### config.mk
export PLATFORM = sky130hd
export DESIGN_NAME = tenyr_core
export DESIGN_NICKNAME = d
export VERILOG_FILES = /design/src/tenyr_pkg.sv /design/src/mem_req_if.sv /design/src/core_ctrl.sv /design/src/exec_unit.sv /design/src/insn_decode.sv /design/src/mem_port.sv /design/src/reg_file.sv /design/src/tenyr_core.sv
export VERILOG_INCLUDE_DIRS = /design/src
export SDC_FILE = /design/constraint.sdc
export NUM_CORES = 2
export LEC_CHECK = 0
export BUFFER_PORTS_ARGS = -buffer_cell sky130_fd_sc_hd__buf_2
export CORE_ASPECT_RATIO = 1.2
export CORE_MARGIN = 2
export CORE_UTILIZATION = 70
export DETAILED_ROUTE_END_ITERATION = 6
export HOLD_SLACK_MARGIN = 0.15
export PLACE_DENSITY = 0.88
export SLEW_MARGIN = 30
export SYNTH_ARGS = -nofsm -noshare
export SYNTH_HDL_FRONTEND = slang
export SYNTH_HIERARCHICAL = 1
export SYNTH_SLANG_ARGS = --single-unit
export TNS_END_PERCENT = 100
### constraint.sdc
create_clock -name clk -period 29.5 [get_ports clk]
set_input_delay 5.9 -clock clk [delete_from_list [all_inputs] [get_ports clk]]
set_output_delay 5.9 -clock clk [all_outputs]
set_load 0.005 [all_outputs]
### src/tenyr_params.svh
`ifndef TENYR_PARAMS_SVH
`define TENYR_PARAMS_SVH

// First fetch address after reset
`define TENYR_RESET_VECTOR 32'h0000_0000

// Register that always reads as zero
`define TENYR_ZERO_INDEX 4'd0

// Program counter in the register space
`define TENYR_PC_INDEX 4'd15

`endif

### src/tenyr_pkg.sv
package tenyr_pkg;

    typedef enum logic [3:0] {
        OP_OR     = 4'b0000,
        OP_AND    = 4'b0001,
        OP_ADD    = 4'b0010,
        OP_MUL    = 4'b0011,
        OP_RSVD4  = 4'b0100,
        OP_SHL    = 4'b0101,
        OP_LT     = 4'b0110,
        OP_EQ     = 4'b0111,
        OP_GT     = 4'b1000,
        OP_NAND   = 4'b1001,
        OP_XOR    = 4'b1010,
        OP_SUB    = 4'b1011,
        OP_XNOR   = 4'b1100,
        OP_SHR    = 4'b1101,
        OP_RSVD14 = 4'b1110,
        OP_RSVD15 = 4'b1111
    } op_e;

    typedef enum logic [1:0] {
        DEREF_NONE      = 2'b00,  // Z <- rhs
        DEREF_LOAD      = 2'b01,  // Z <- [rhs]
        DEREF_STORE_Z   = 2'b10,  // [Z] <- rhs
        DEREF_STORE_RHS = 2'b11   // [rhs] <- Z
    } deref_e;

    typedef enum logic [1:0] {
        KIND_NORMAL  = 2'd0,
        KIND_NOP     = 2'd1,
        KIND_ILLEGAL = 2'd2
    } kind_e;

    typedef struct packed {
        kind_e       kind;
        logic        itype;   // Swaps Y and the immediate
        deref_e      deref;
        logic [3:0]  z;
        logic [3:0]  x;
        logic [3:0]  y;
        op_e         op;
        logic [31:0] imm;
    } decoded_t;

    typedef enum logic [2:0] {
        FETCH,
        EXECUTE,
        MEMORY,
        WRITEBACK,
        HALTED
    } ctrl_state_e;

endpackage
### src/mem_req_if.sv
`timescale 1ns/1ps

interface mem_req_if;

    logic        req_valid;  // Held until done
    logic        req_write;
    logic [31:0] req_addr;   // Word address
    logic [31:0] req_wdata;
    logic        done;       // One cycle pulse
    logic [31:0] rdata;
    logic        err;        // Response was not OKAY

    modport master (
        output req_valid, req_write, req_addr, req_wdata,
        input  done, rdata, err
    );

    modport slave (
        input  req_valid, req_write, req_addr, req_wdata,
        output done, rdata, err
    );

endinterface

### src/core_ctrl.sv
`timescale 1ns/1ps
`include "tenyr_params.svh"

module core_ctrl (
    input  logic                clk,
    input  logic                reset_n,
    input  logic [31:0]         i_insn_data,
    input  tenyr_pkg::decoded_t i_dec,
    input  logic [31:0]         i_result,
    input  logic [31:0]         i_z_value,
    output logic [31:0]         o_insn_addr,
    output logic [31:0]         o_pc_plus_one,
    output logic                o_exec_en,
    output logic                o_wr_en,
    output logic [3:0]          o_wr_index,
    output logic [31:0]         o_wr_data,
    output logic                o_halt,
    mem_req_if.master           mem
);

    import tenyr_pkg::*;

    ctrl_state_e state;
    logic [31:0] pc;
    logic [31:0] insn_q;       // Word captured in EXECUTE
    logic        req_valid_q;
    logic        store_z;
    logic        jump;

    assign o_insn_addr   = pc;
    assign o_pc_plus_one = pc + 32'd1;
    assign o_exec_en     = (state == EXECUTE) && (i_dec.kind == KIND_NORMAL);

    // Mode 10 addresses by Z, the others by the result
    assign store_z       = (i_dec.deref == DEREF_STORE_Z);
    assign mem.req_valid = req_valid_q;
    assign mem.req_write = store_z || (i_dec.deref == DEREF_STORE_RHS);
    assign mem.req_addr  = store_z ? i_z_value : i_result;
    assign mem.req_wdata = store_z ? i_result : i_z_value;

    assign o_wr_index = i_dec.z;
    assign o_wr_data  = (i_dec.deref == DEREF_LOAD) ? mem.rdata : i_result;
    assign o_wr_en    = (state == WRITEBACK) &&
                        (i_dec.deref inside {DEREF_NONE, DEREF_LOAD}) &&
                        (i_dec.z != `TENYR_ZERO_INDEX);
    assign jump       = o_wr_en && (i_dec.z == `TENYR_PC_INDEX);

    always_ff @(posedge clk) begin
        if (reset_n) begin
            state       <= FETCH;
            pc          <= `TENYR_RESET_VECTOR;
            req_valid_q <= 1'b0;
            o_halt      <= 1'b0;
        end else begin
            case (state)
                FETCH: state <= EXECUTE;  // ROM answers next cycle
                EXECUTE: begin
                    if (i_dec.kind == KIND_ILLEGAL) begin
                        o_halt <= 1'b1;
                        state  <= HALTED;
                    end else if (i_dec.deref != DEREF_NONE) begin
                        req_valid_q <= 1'b1;
                        state       <= MEMORY;
                    end else begin
                        state <= WRITEBACK;
                    end
                end
                MEMORY: begin
                    if (mem.done) begin
                        req_valid_q <= 1'b0;
                        if (mem.err) begin
                            o_halt <= 1'b1;
                            state  <= HALTED;
                        end else begin
                            state <= WRITEBACK;
                        end
                    end
                end
                WRITEBACK: begin
                    pc    <= jump ? o_wr_data : o_pc_plus_one;
                    state <= FETCH;
                end
                default: state <= HALTED;  // Only reset leaves here
            endcase
        end
    end

    always_ff @(posedge clk) begin
        if (state == EXECUTE)
            insn_q <= i_insn_data;
    end

    a_req_in_memory: assert property (@(posedge clk) disable iff (reset_n)
        mem.req_valid |-> state == MEMORY);

    a_no_zero_write: assert property (@(posedge clk) disable iff (reset_n)
        o_wr_en |-> o_wr_index != `TENYR_ZERO_INDEX);

    // Decode keeps reading the ROM while the PC holds
    a_insn_stable: assert property (@(posedge clk) disable iff (reset_n)
        state inside {MEMORY, WRITEBACK} |-> i_insn_data == insn_q);

endmodule

### src/exec_unit.sv
`timescale 1ns/1ps

module exec_unit (
    input  logic                clk,
    input  logic                reset_n,
    input  logic                i_en,
    input  tenyr_pkg::decoded_t i_dec,
    input  logic [31:0]         i_x_value,
    input  logic [31:0]         i_y_value,
    output logic [31:0]         o_result
);

    import tenyr_pkg::*;

    logic [31:0] operand;
    logic [31:0] addend;
    logic [31:0] op_value;

    // Type 1 puts the immediate inside the operation and adds Y
    assign operand = i_dec.itype ? i_dec.imm : i_y_value;
    assign addend  = i_dec.itype ? i_y_value : i_dec.imm;

    always_comb begin
        case (i_dec.op)
            OP_OR:   op_value = i_x_value | operand;
            OP_AND:  op_value = i_x_value & operand;
            OP_ADD:  op_value = i_x_value + operand;
            OP_MUL:  op_value = i_x_value * operand;  // Low word only
            OP_SHL:  op_value = (operand > 32'd31) ? '0 : i_x_value << operand[4:0];
            OP_LT:   op_value = {32{$signed(i_x_value) < $signed(operand)}};
            OP_EQ:   op_value = {32{i_x_value == operand}};
            OP_GT:   op_value = {32{$signed(i_x_value) > $signed(operand)}};
            OP_NAND: op_value = ~(i_x_value & operand);
            OP_XOR:  op_value = i_x_value ^ operand;
            OP_SUB:  op_value = i_x_value - operand;
            OP_XNOR: op_value = i_x_value ^ ~operand;
            OP_SHR:  op_value = (operand > 32'd31) ? '0 : i_x_value >> operand[4:0];
            default: op_value = '0;  // Reserved codes
        endcase
    end

    always_ff @(posedge clk) begin
        if (reset_n)
            o_result <= '0;
        else if (i_en)
            o_result <= op_value + addend;
    end

    // Sequencer must halt before executing an illegal word
    a_no_illegal_exec: assert property (@(posedge clk) disable iff (reset_n)
        i_en |-> i_dec.kind != KIND_ILLEGAL);

endmodule

### src/insn_decode.sv
`timescale 1ns/1ps

module insn_decode (
    input  logic [31:0]         i_insn,
    output tenyr_pkg::decoded_t o_dec
);

    import tenyr_pkg::*;

    always_comb begin
        o_dec = '0;

        casez (i_insn[31:28])
            4'b0???: o_dec.kind = KIND_NORMAL;
            4'b1111: o_dec.kind = KIND_ILLEGAL;
            default: o_dec.kind = KIND_NOP;  // 1000 to 1110
        endcase

        // Fields stay zero otherwise, so Z is never written
        if (o_dec.kind == KIND_NORMAL) begin
            o_dec.itype = i_insn[30];
            o_dec.deref = deref_e'(i_insn[29:28]);
            o_dec.z     = i_insn[27:24];
            o_dec.x     = i_insn[23:20];
            o_dec.y     = i_insn[19:16];
            o_dec.op    = op_e'(i_insn[15:12]);
            o_dec.imm   = {{20{i_insn[11]}}, i_insn[11:0]};  // Sign extend
        end
    end

endmodule

### src/mem_port.sv
`timescale 1ns/1ps

module mem_port (
    input  logic        clk,
    input  logic        reset_n,
    mem_req_if.slave    mem,
    output logic [31:0] o_axi_awaddr,
    output logic        o_axi_awvalid,
    input  logic        i_axi_awready,
    output logic [31:0] o_axi_wdata,
    output logic [3:0]  o_axi_wstrb,
    output logic        o_axi_wvalid,
    input  logic        i_axi_wready,
    input  logic [1:0]  i_axi_bresp,
    input  logic        i_axi_bvalid,
    output logic        o_axi_bready,
    output logic [31:0] o_axi_araddr,
    output logic        o_axi_arvalid,
    input  logic        i_axi_arready,
    input  logic [31:0] i_axi_rdata,
    input  logic [1:0]  i_axi_rresp,
    input  logic        i_axi_rvalid,
    output logic        o_axi_rready
);

    localparam logic [1:0] RESP_OKAY = 2'b00;

    logic        busy;
    logic        done_q;
    logic        err_q;
    logic        start;
    logic [31:0] byte_addr_q;
    logic [31:0] wdata_q;
    logic [31:0] rdata_q;

    // Request is still high in the done cycle, so skip it
    assign start = mem.req_valid && !busy && !done_q;

    assign o_axi_awaddr = byte_addr_q;
    assign o_axi_araddr = byte_addr_q;
    assign o_axi_wdata  = wdata_q;
    assign o_axi_wstrb  = 4'hf;  // Full words only

    assign mem.done  = done_q;
    assign mem.err   = err_q;
    assign mem.rdata = rdata_q;

    always_ff @(posedge clk) begin
        if (reset_n) begin
            busy          <= 1'b0;
            done_q        <= 1'b0;
            err_q         <= 1'b0;
            o_axi_awvalid <= 1'b0;
            o_axi_wvalid  <= 1'b0;
            o_axi_bready  <= 1'b0;
            o_axi_arvalid <= 1'b0;
            o_axi_rready  <= 1'b0;
        end else begin
            done_q <= 1'b0;

            if (start) begin
                busy          <= 1'b1;
                o_axi_awvalid <= mem.req_write;  // AW and W go out together
                o_axi_wvalid  <= mem.req_write;
                o_axi_bready  <= mem.req_write;
                o_axi_arvalid <= !mem.req_write;
                o_axi_rready  <= !mem.req_write;
            end

            // Each channel drops on its own handshake
            if (o_axi_awvalid && i_axi_awready)
                o_axi_awvalid <= 1'b0;
            if (o_axi_wvalid && i_axi_wready)
                o_axi_wvalid <= 1'b0;
            if (o_axi_arvalid && i_axi_arready)
                o_axi_arvalid <= 1'b0;

            if (o_axi_bready && i_axi_bvalid) begin
                o_axi_bready <= 1'b0;
                busy         <= 1'b0;
                done_q       <= 1'b1;
                err_q        <= (i_axi_bresp != RESP_OKAY);
            end

            if (o_axi_rready && i_axi_rvalid) begin
                o_axi_rready <= 1'b0;
                busy         <= 1'b0;
                done_q       <= 1'b1;
                err_q        <= (i_axi_rresp != RESP_OKAY);
            end
        end
    end

    always_ff @(posedge clk) begin
        if (start) begin
            byte_addr_q <= {mem.req_addr[29:0], 2'b00};  // Word to byte address
            wdata_q     <= mem.req_wdata;
        end
        if (o_axi_rready && i_axi_rvalid)
            rdata_q <= i_axi_rdata;
    end

    a_aw_stable: assert property (@(posedge clk) disable iff (reset_n)
        o_axi_awvalid && !i_axi_awready |=> o_axi_awvalid && $stable(o_axi_awaddr));

    a_w_stable: assert property (@(posedge clk) disable iff (reset_n)
        o_axi_wvalid && !i_axi_wready |=> o_axi_wvalid && $stable(o_axi_wdata));

    a_ar_stable: assert property (@(posedge clk) disable iff (reset_n)
        o_axi_arvalid && !i_axi_arready |=> o_axi_arvalid && $stable(o_axi_araddr));

endmodule

### src/reg_file.sv
`timescale 1ns/1ps
`include "tenyr_params.svh"

module reg_file (
    input  logic        clk,
    input  logic        reset_n,
    input  logic [3:0]  i_x_index,
    input  logic [3:0]  i_y_index,
    input  logic [3:0]  i_z_index,
    input  logic [31:0] i_pc_plus_one,
    input  logic        i_wr_en,
    input  logic [3:0]  i_wr_index,
    input  logic [31:0] i_wr_data,
    output logic [31:0] o_x_value,
    output logic [31:0] o_y_value,
    output logic [31:0] o_z_value
);

    logic [31:0] regs [1:14];  // No storage behind 0 and 15

    function automatic logic [31:0] read_port(input logic [3:0] index);
        logic [31:0] value;
        if (index == `TENYR_ZERO_INDEX)
            value = '0;
        else if (index == `TENYR_PC_INDEX)
            value = i_pc_plus_one;  // P reads one past the current insn
        else
            value = regs[index];
        return value;
    endfunction

    always_comb begin
        o_x_value = read_port(i_x_index);
        o_y_value = read_port(i_y_index);
        o_z_value = read_port(i_z_index);
    end

    // PC writes are taken by the sequencer
    always_ff @(posedge clk) begin
        if (reset_n) begin
            for (int i = 1; i <= 14; i++)
                regs[i] <= '0;
        end else if (i_wr_en && i_wr_index != `TENYR_ZERO_INDEX &&
                     i_wr_index != `TENYR_PC_INDEX) begin
            regs[i_wr_index] <= i_wr_data;
        end
    end

endmodule

### src/tenyr_core.sv
`timescale 1ns/1ps

module tenyr_core (
    input  logic        clk,
    input  logic        reset_n,
    output logic [31:0] o_insn_addr,
    input  logic [31:0] i_insn_data,
    output logic        o_halt,
    output logic [31:0] o_axi_awaddr,
    output logic        o_axi_awvalid,
    input  logic        i_axi_awready,
    output logic [31:0] o_axi_wdata,
    output logic [3:0]  o_axi_wstrb,
    output logic        o_axi_wvalid,
    input  logic        i_axi_wready,
    input  logic [1:0]  i_axi_bresp,
    input  logic        i_axi_bvalid,
    output logic        o_axi_bready,
    output logic [31:0] o_axi_araddr,
    output logic        o_axi_arvalid,
    input  logic        i_axi_arready,
    input  logic [31:0] i_axi_rdata,
    input  logic [1:0]  i_axi_rresp,
    input  logic        i_axi_rvalid,
    output logic        o_axi_rready
);

    import tenyr_pkg::*;

    decoded_t    dec;
    logic [31:0] x_value;
    logic [31:0] y_value;
    logic [31:0] z_value;
    logic [31:0] result;
    logic [31:0] pc_plus_one;
    logic        exec_en;
    logic        wr_en;
    logic [3:0]  wr_index;
    logic [31:0] wr_data;

    mem_req_if u_mem_if ();

    core_ctrl u_ctrl (
        .clk           (clk),
        .reset_n       (reset_n),
        .i_insn_data   (i_insn_data),
        .i_dec         (dec),
        .i_result      (result),
        .i_z_value     (z_value),
        .o_insn_addr   (o_insn_addr),
        .o_pc_plus_one (pc_plus_one),
        .o_exec_en     (exec_en),
        .o_wr_en       (wr_en),
        .o_wr_index    (wr_index),
        .o_wr_data     (wr_data),
        .o_halt        (o_halt),
        .mem           (u_mem_if.master)
    );

    // Decoder reads the ROM directly since the address holds per insn
    insn_decode u_decode (
        .i_insn (i_insn_data),
        .o_dec  (dec)
    );

    reg_file u_regs (
        .clk           (clk),
        .reset_n       (reset_n),
        .i_x_index     (dec.x),
        .i_y_index     (dec.y),
        .i_z_index     (dec.z),
        .i_pc_plus_one (pc_plus_one),
        .i_wr_en       (wr_en),
        .i_wr_index    (wr_index),
        .i_wr_data     (wr_data),
        .o_x_value     (x_value),
        .o_y_value     (y_value),
        .o_z_value     (z_value)
    );

    exec_unit u_exec (
        .clk       (clk),
        .reset_n   (reset_n),
        .i_en      (exec_en),
        .i_dec     (dec),
        .i_x_value (x_value),
        .i_y_value (y_value),
        .o_result  (result)
    );

    mem_port u_mem_port (
        .clk           (clk),
        .reset_n       (reset_n),
        .mem           (u_mem_if.slave),
        .o_axi_awaddr  (o_axi_awaddr),
        .o_axi_awvalid (o_axi_awvalid),
        .i_axi_awready (i_axi_awready),
        .o_axi_wdata   (o_axi_wdata),
        .o_axi_wstrb   (o_axi_wstrb),
        .o_axi_wvalid  (o_axi_wvalid),
        .i_axi_wready  (i_axi_wready),
        .i_axi_bresp   (i_axi_bresp),
        .i_axi_bvalid  (i_axi_bvalid),
        .o_axi_bready  (o_axi_bready),
        .o_axi_araddr  (o_axi_araddr),
        .o_axi_arvalid (o_axi_arvalid),
        .i_axi_arready (i_axi_arready),
        .i_axi_rdata   (i_axi_rdata),
        .i_axi_rresp   (i_axi_rresp),
        .i_axi_rvalid  (i_axi_rvalid),
        .o_axi_rready  (o_axi_rready)
    );

endmodule

==> flow_summary.ini, run 1 <==
[outcome]
outcome = stopped before the end
haltStage = global routing (5_1_grt)
error_line = [ERROR GRT-0232] Routing congestion too high. Check the congestion heatmap in the GUI.

[synth]
yosysWarningCount = 6
synthCells = 6576
syn_area_um2 = 66300
syn_avg_cell_area_um2 = 10.1

[global_route]
grt_max_degree = 93
grt_overflow = 14
antenna_found_initial = 36
grt_use_total_pct = 74.9

[cts]
h-tree-depth = 2
cts_hold_buffers = 0
numCtsBuffers = 60
clockBufferDepth = 3
ctsResizeCount = 0
cts_setup_buffers = 0
clkSinkCount = 679
clk_root_buffer_cell = clkbuf_16

[place]
numPortBuffers = 204
place.gp.congestion = 1.13
dpl.cell_count = 7718
dp_hpwl_um = 201000

[die]
dieHeight_um = 341
die_w_um = 285
io_pins = 213
std_cell_rows = 123
start_util_pct = 70.7
==> stage by stage <==
stage / hold slack (ps) / utilization, % / cell area [um2] / worst slack (ps)
2_1_floorplan: 436 / - / 66600 / 12480
4_1_cts: 485 / 74.7 / 70100 / 10080
3_5_place_dp: 477 / 72.6 / 68100 / 9450
3_3_place_gp: 453 / 72.5 / 68100 / 9690
==> layer usage <==
layer | track usage, % | overflow
met1 | 73.4 | 0
met2 | 92.7 | 4
met3 | 59.4 | 2
met4 | 75.2 | 8
met5 | 31.1 | 0
==> run 2: changes to the inputs <==
- CORE_ASPECT_RATIO: 1.2 -> not set
- CORE_UTILIZATION: 70 -> 40
- HOLD_SLACK_MARGIN: 0.15 -> not set
- PLACE_DENSITY: 0.88 -> not set
- PLACE_DENSITY_LB_ADDON: not set -> 0.15
==> run 2 against run 1 <==
The flow now finishes without violations; synthesized cell count did not move; synthesized area stayed put.
==> flow_summary.ini, run 2 <==
[timing]
rsz0062_at_grt = no
slew_viol_final = 0
setup_viol = 0
min_period_ps = 19620
finClkSkew_ps = 54.5
max_freq_mhz = 51.0
relSlewSlack_pct = 25.5
fin_tns_setup_ps = 0
finalHoldViolCount = 0
fin_crit_sh_pct = 66.5
worst_pin_slew_ps = 1120

[cts]
clk_pin_slew_ps = 60
clockBufferDepth = 3
cts_setup_buffers = 0
tritoncts = done
cts_hold_buffers = 0
clk_root_buffer_cell = clkbuf_16
h-tree-depth = 3
ctsResizeCount = 0
clkSinkCount = 679
worstSkewPairLatency_ps = 700
numCtsBuffers = 81

[power]
power_frac_comb_pct = 61.3
power_switching_share_pct = 49.0
p_sw_mw = 2.73
clkPwrFrac_pct = 18.1
irDropWorstVdd_v = 0.000186
sequentialPowerShare_pct = 20.7
p_leak_nw = 29.0
p_per_area_nw_per_um2 = 77.1
p_int_mw = 2.84

[die]
core_um2 = 165000
io_pins = 213
dieHeight_um = 411
start_util_pct = 40.2
die_area_um2 = 169000
die_w_um = 411
std_cell_rows = 149

[worst_setup_path]
cp-startpoint = i_insn_data[31]
crit_fanout = 46
required_ps = 30080
critical_path_class = in -> reg
r2r_slack_ps = 15880
worstSetupEndpoint = u_exec/o_result[31]$_SDFFE_PP0P_
cp-start-kind = input port
critPathSlowestCell = buf_4
regToRegStartpoint = u_ctrl/o_insn_addr[0]$_SDFFE_PP0N_
crit_path_end_kind = flop
reg2regPathDepth = 42
slowest_delay_ps = 810
arrival_ps = 20210
r2r_end = u_exec/o_result[31]$_SDFFE_PP0P_

[cells_and_area]
fin_area_um2 = 72200
instances_no_fill = 8821
largest_reg_flops = 508
drive_gt1_share_pct = 17.7
utilization_pct = 43.8
largest_register = u_regs/regs
nNetsFinal = 7303
final_common_cell = nand2_1
final_cell_mix = nand2_1 (630), edfxtp_1 (602), nor2_1 (550), and2_1 (482), inv_1 (480)
area_growth_pct = 8.83

[synth]
syn_area_um2 = 66300
syn_avg_cell_area_um2 = 10.1
synthCells = 6576
yosysWarningCount = 6

[route]
drc = 0
postRouteAntennaNets = 0
wire_per_inst_um = 34.9
dr.pass1.iters = 6
drt_iter0_markers = 7433
num_vias = 56100
viasPerCell = 6.35
drt-total-wl_um = 308000

[global_route]
antenna_found_initial = 15
grt_first_pass_wirelength_um = 429000
grt_max_degree = 111
grt_use_total_pct = 35.9
grt_pass1_vias = 54800
grt_overflow = 0

[outcome]
outcome = completed

[hold_path]
hold_class = reg -> reg

[place]
dp_hpwl_um = 212000
dpl.cell_count = 8671
place_area_um2 = 69600
place.gp.congestion = 1.01
numPortBuffers = 204

[job]
maxCapViolCount = 0
-- run 2: layer usage --
layer	vias up	share of wire, %	GRT usage (%)
met5	-	0.010	0
met4	4	8.9	26.0
met3	943	10	7.63
met2	3648	43	53.9
met1	28300	38	46.0
li1	23100	-	-
-- run 2: how the worst min path moves through the flow --
stage                                          startpoint                                    end  cells past startpoint
floorplan                    u_ctrl/state[2]$_SDFFE_PP0P_           u_ctrl/state[0]$_SDFFE_PP0P_                      1
global placement    u_mem_port/o_axi_awvalid$_SDFFE_PP0P_  u_mem_port/o_axi_awvalid$_SDFFE_PP0P_                      1
detailed placement  u_mem_port/o_axi_awvalid$_SDFFE_PP0P_  u_mem_port/o_axi_awvalid$_SDFFE_PP0P_                      1
CTS                 u_mem_port/o_axi_awvalid$_SDFFE_PP0P_  u_mem_port/o_axi_awvalid$_SDFFE_PP0P_                      1
global route                 u_ctrl/state[2]$_SDFFE_PP0P_           u_ctrl/state[0]$_SDFFE_PP0P_                      1
finish                       u_ctrl/state[2]$_SDFFE_PP0P_           u_ctrl/state[0]$_SDFFE_PP0P_                      1
-- run 2: final cells by class --
class	count	area (um2)
fill	15900	92600
multi-input combinational	4894	42700
sequential	679	19600
tap	2189	2740
timing repair buffer	403	2560
clock buffer	105	2200
inverter	506	1910
clock inverter	40	404
antenna	5	12.5
-- run 2: power by group through the flow --
stage               clock (mW)  combinational (mW)  sequential (mW)
floorplan                    0                2.03             1.15
global placement             0                3.30             1.17
detailed placement           0                3.30             1.17
CTS                       1.01                3.32             1.15
global route              1.05                3.59             1.15
finish                    1.01                3.41             1.15
-- run 2: through the flow --
stage | power, mW | hold slack (ps) | worst slack, ps
4_1_cts | 5.48 | 474 | 9990
6_report | 5.57 | 476 | 9880
3_5_place_dp | 4.46 | 465 | 9340
2_1_floorplan | 3.17 | 436 | 12480
3_3_place_gp | 4.47 | 456 | 9500
5_1_grt | 5.79 | 492 | 9340
-- run 2: critical path, delay by kind of cell --
kind | cells | cell delay (ps)
fa+ha+maj | 10 | 4320
xor+xnor | 3 | 540
compound gates | 11 | 3270
buf+inv | 8 | 3580
simple gates | 7 | 1370
mux | 3 | 990
No activity file was read; power rests on OpenSTA's default activity.
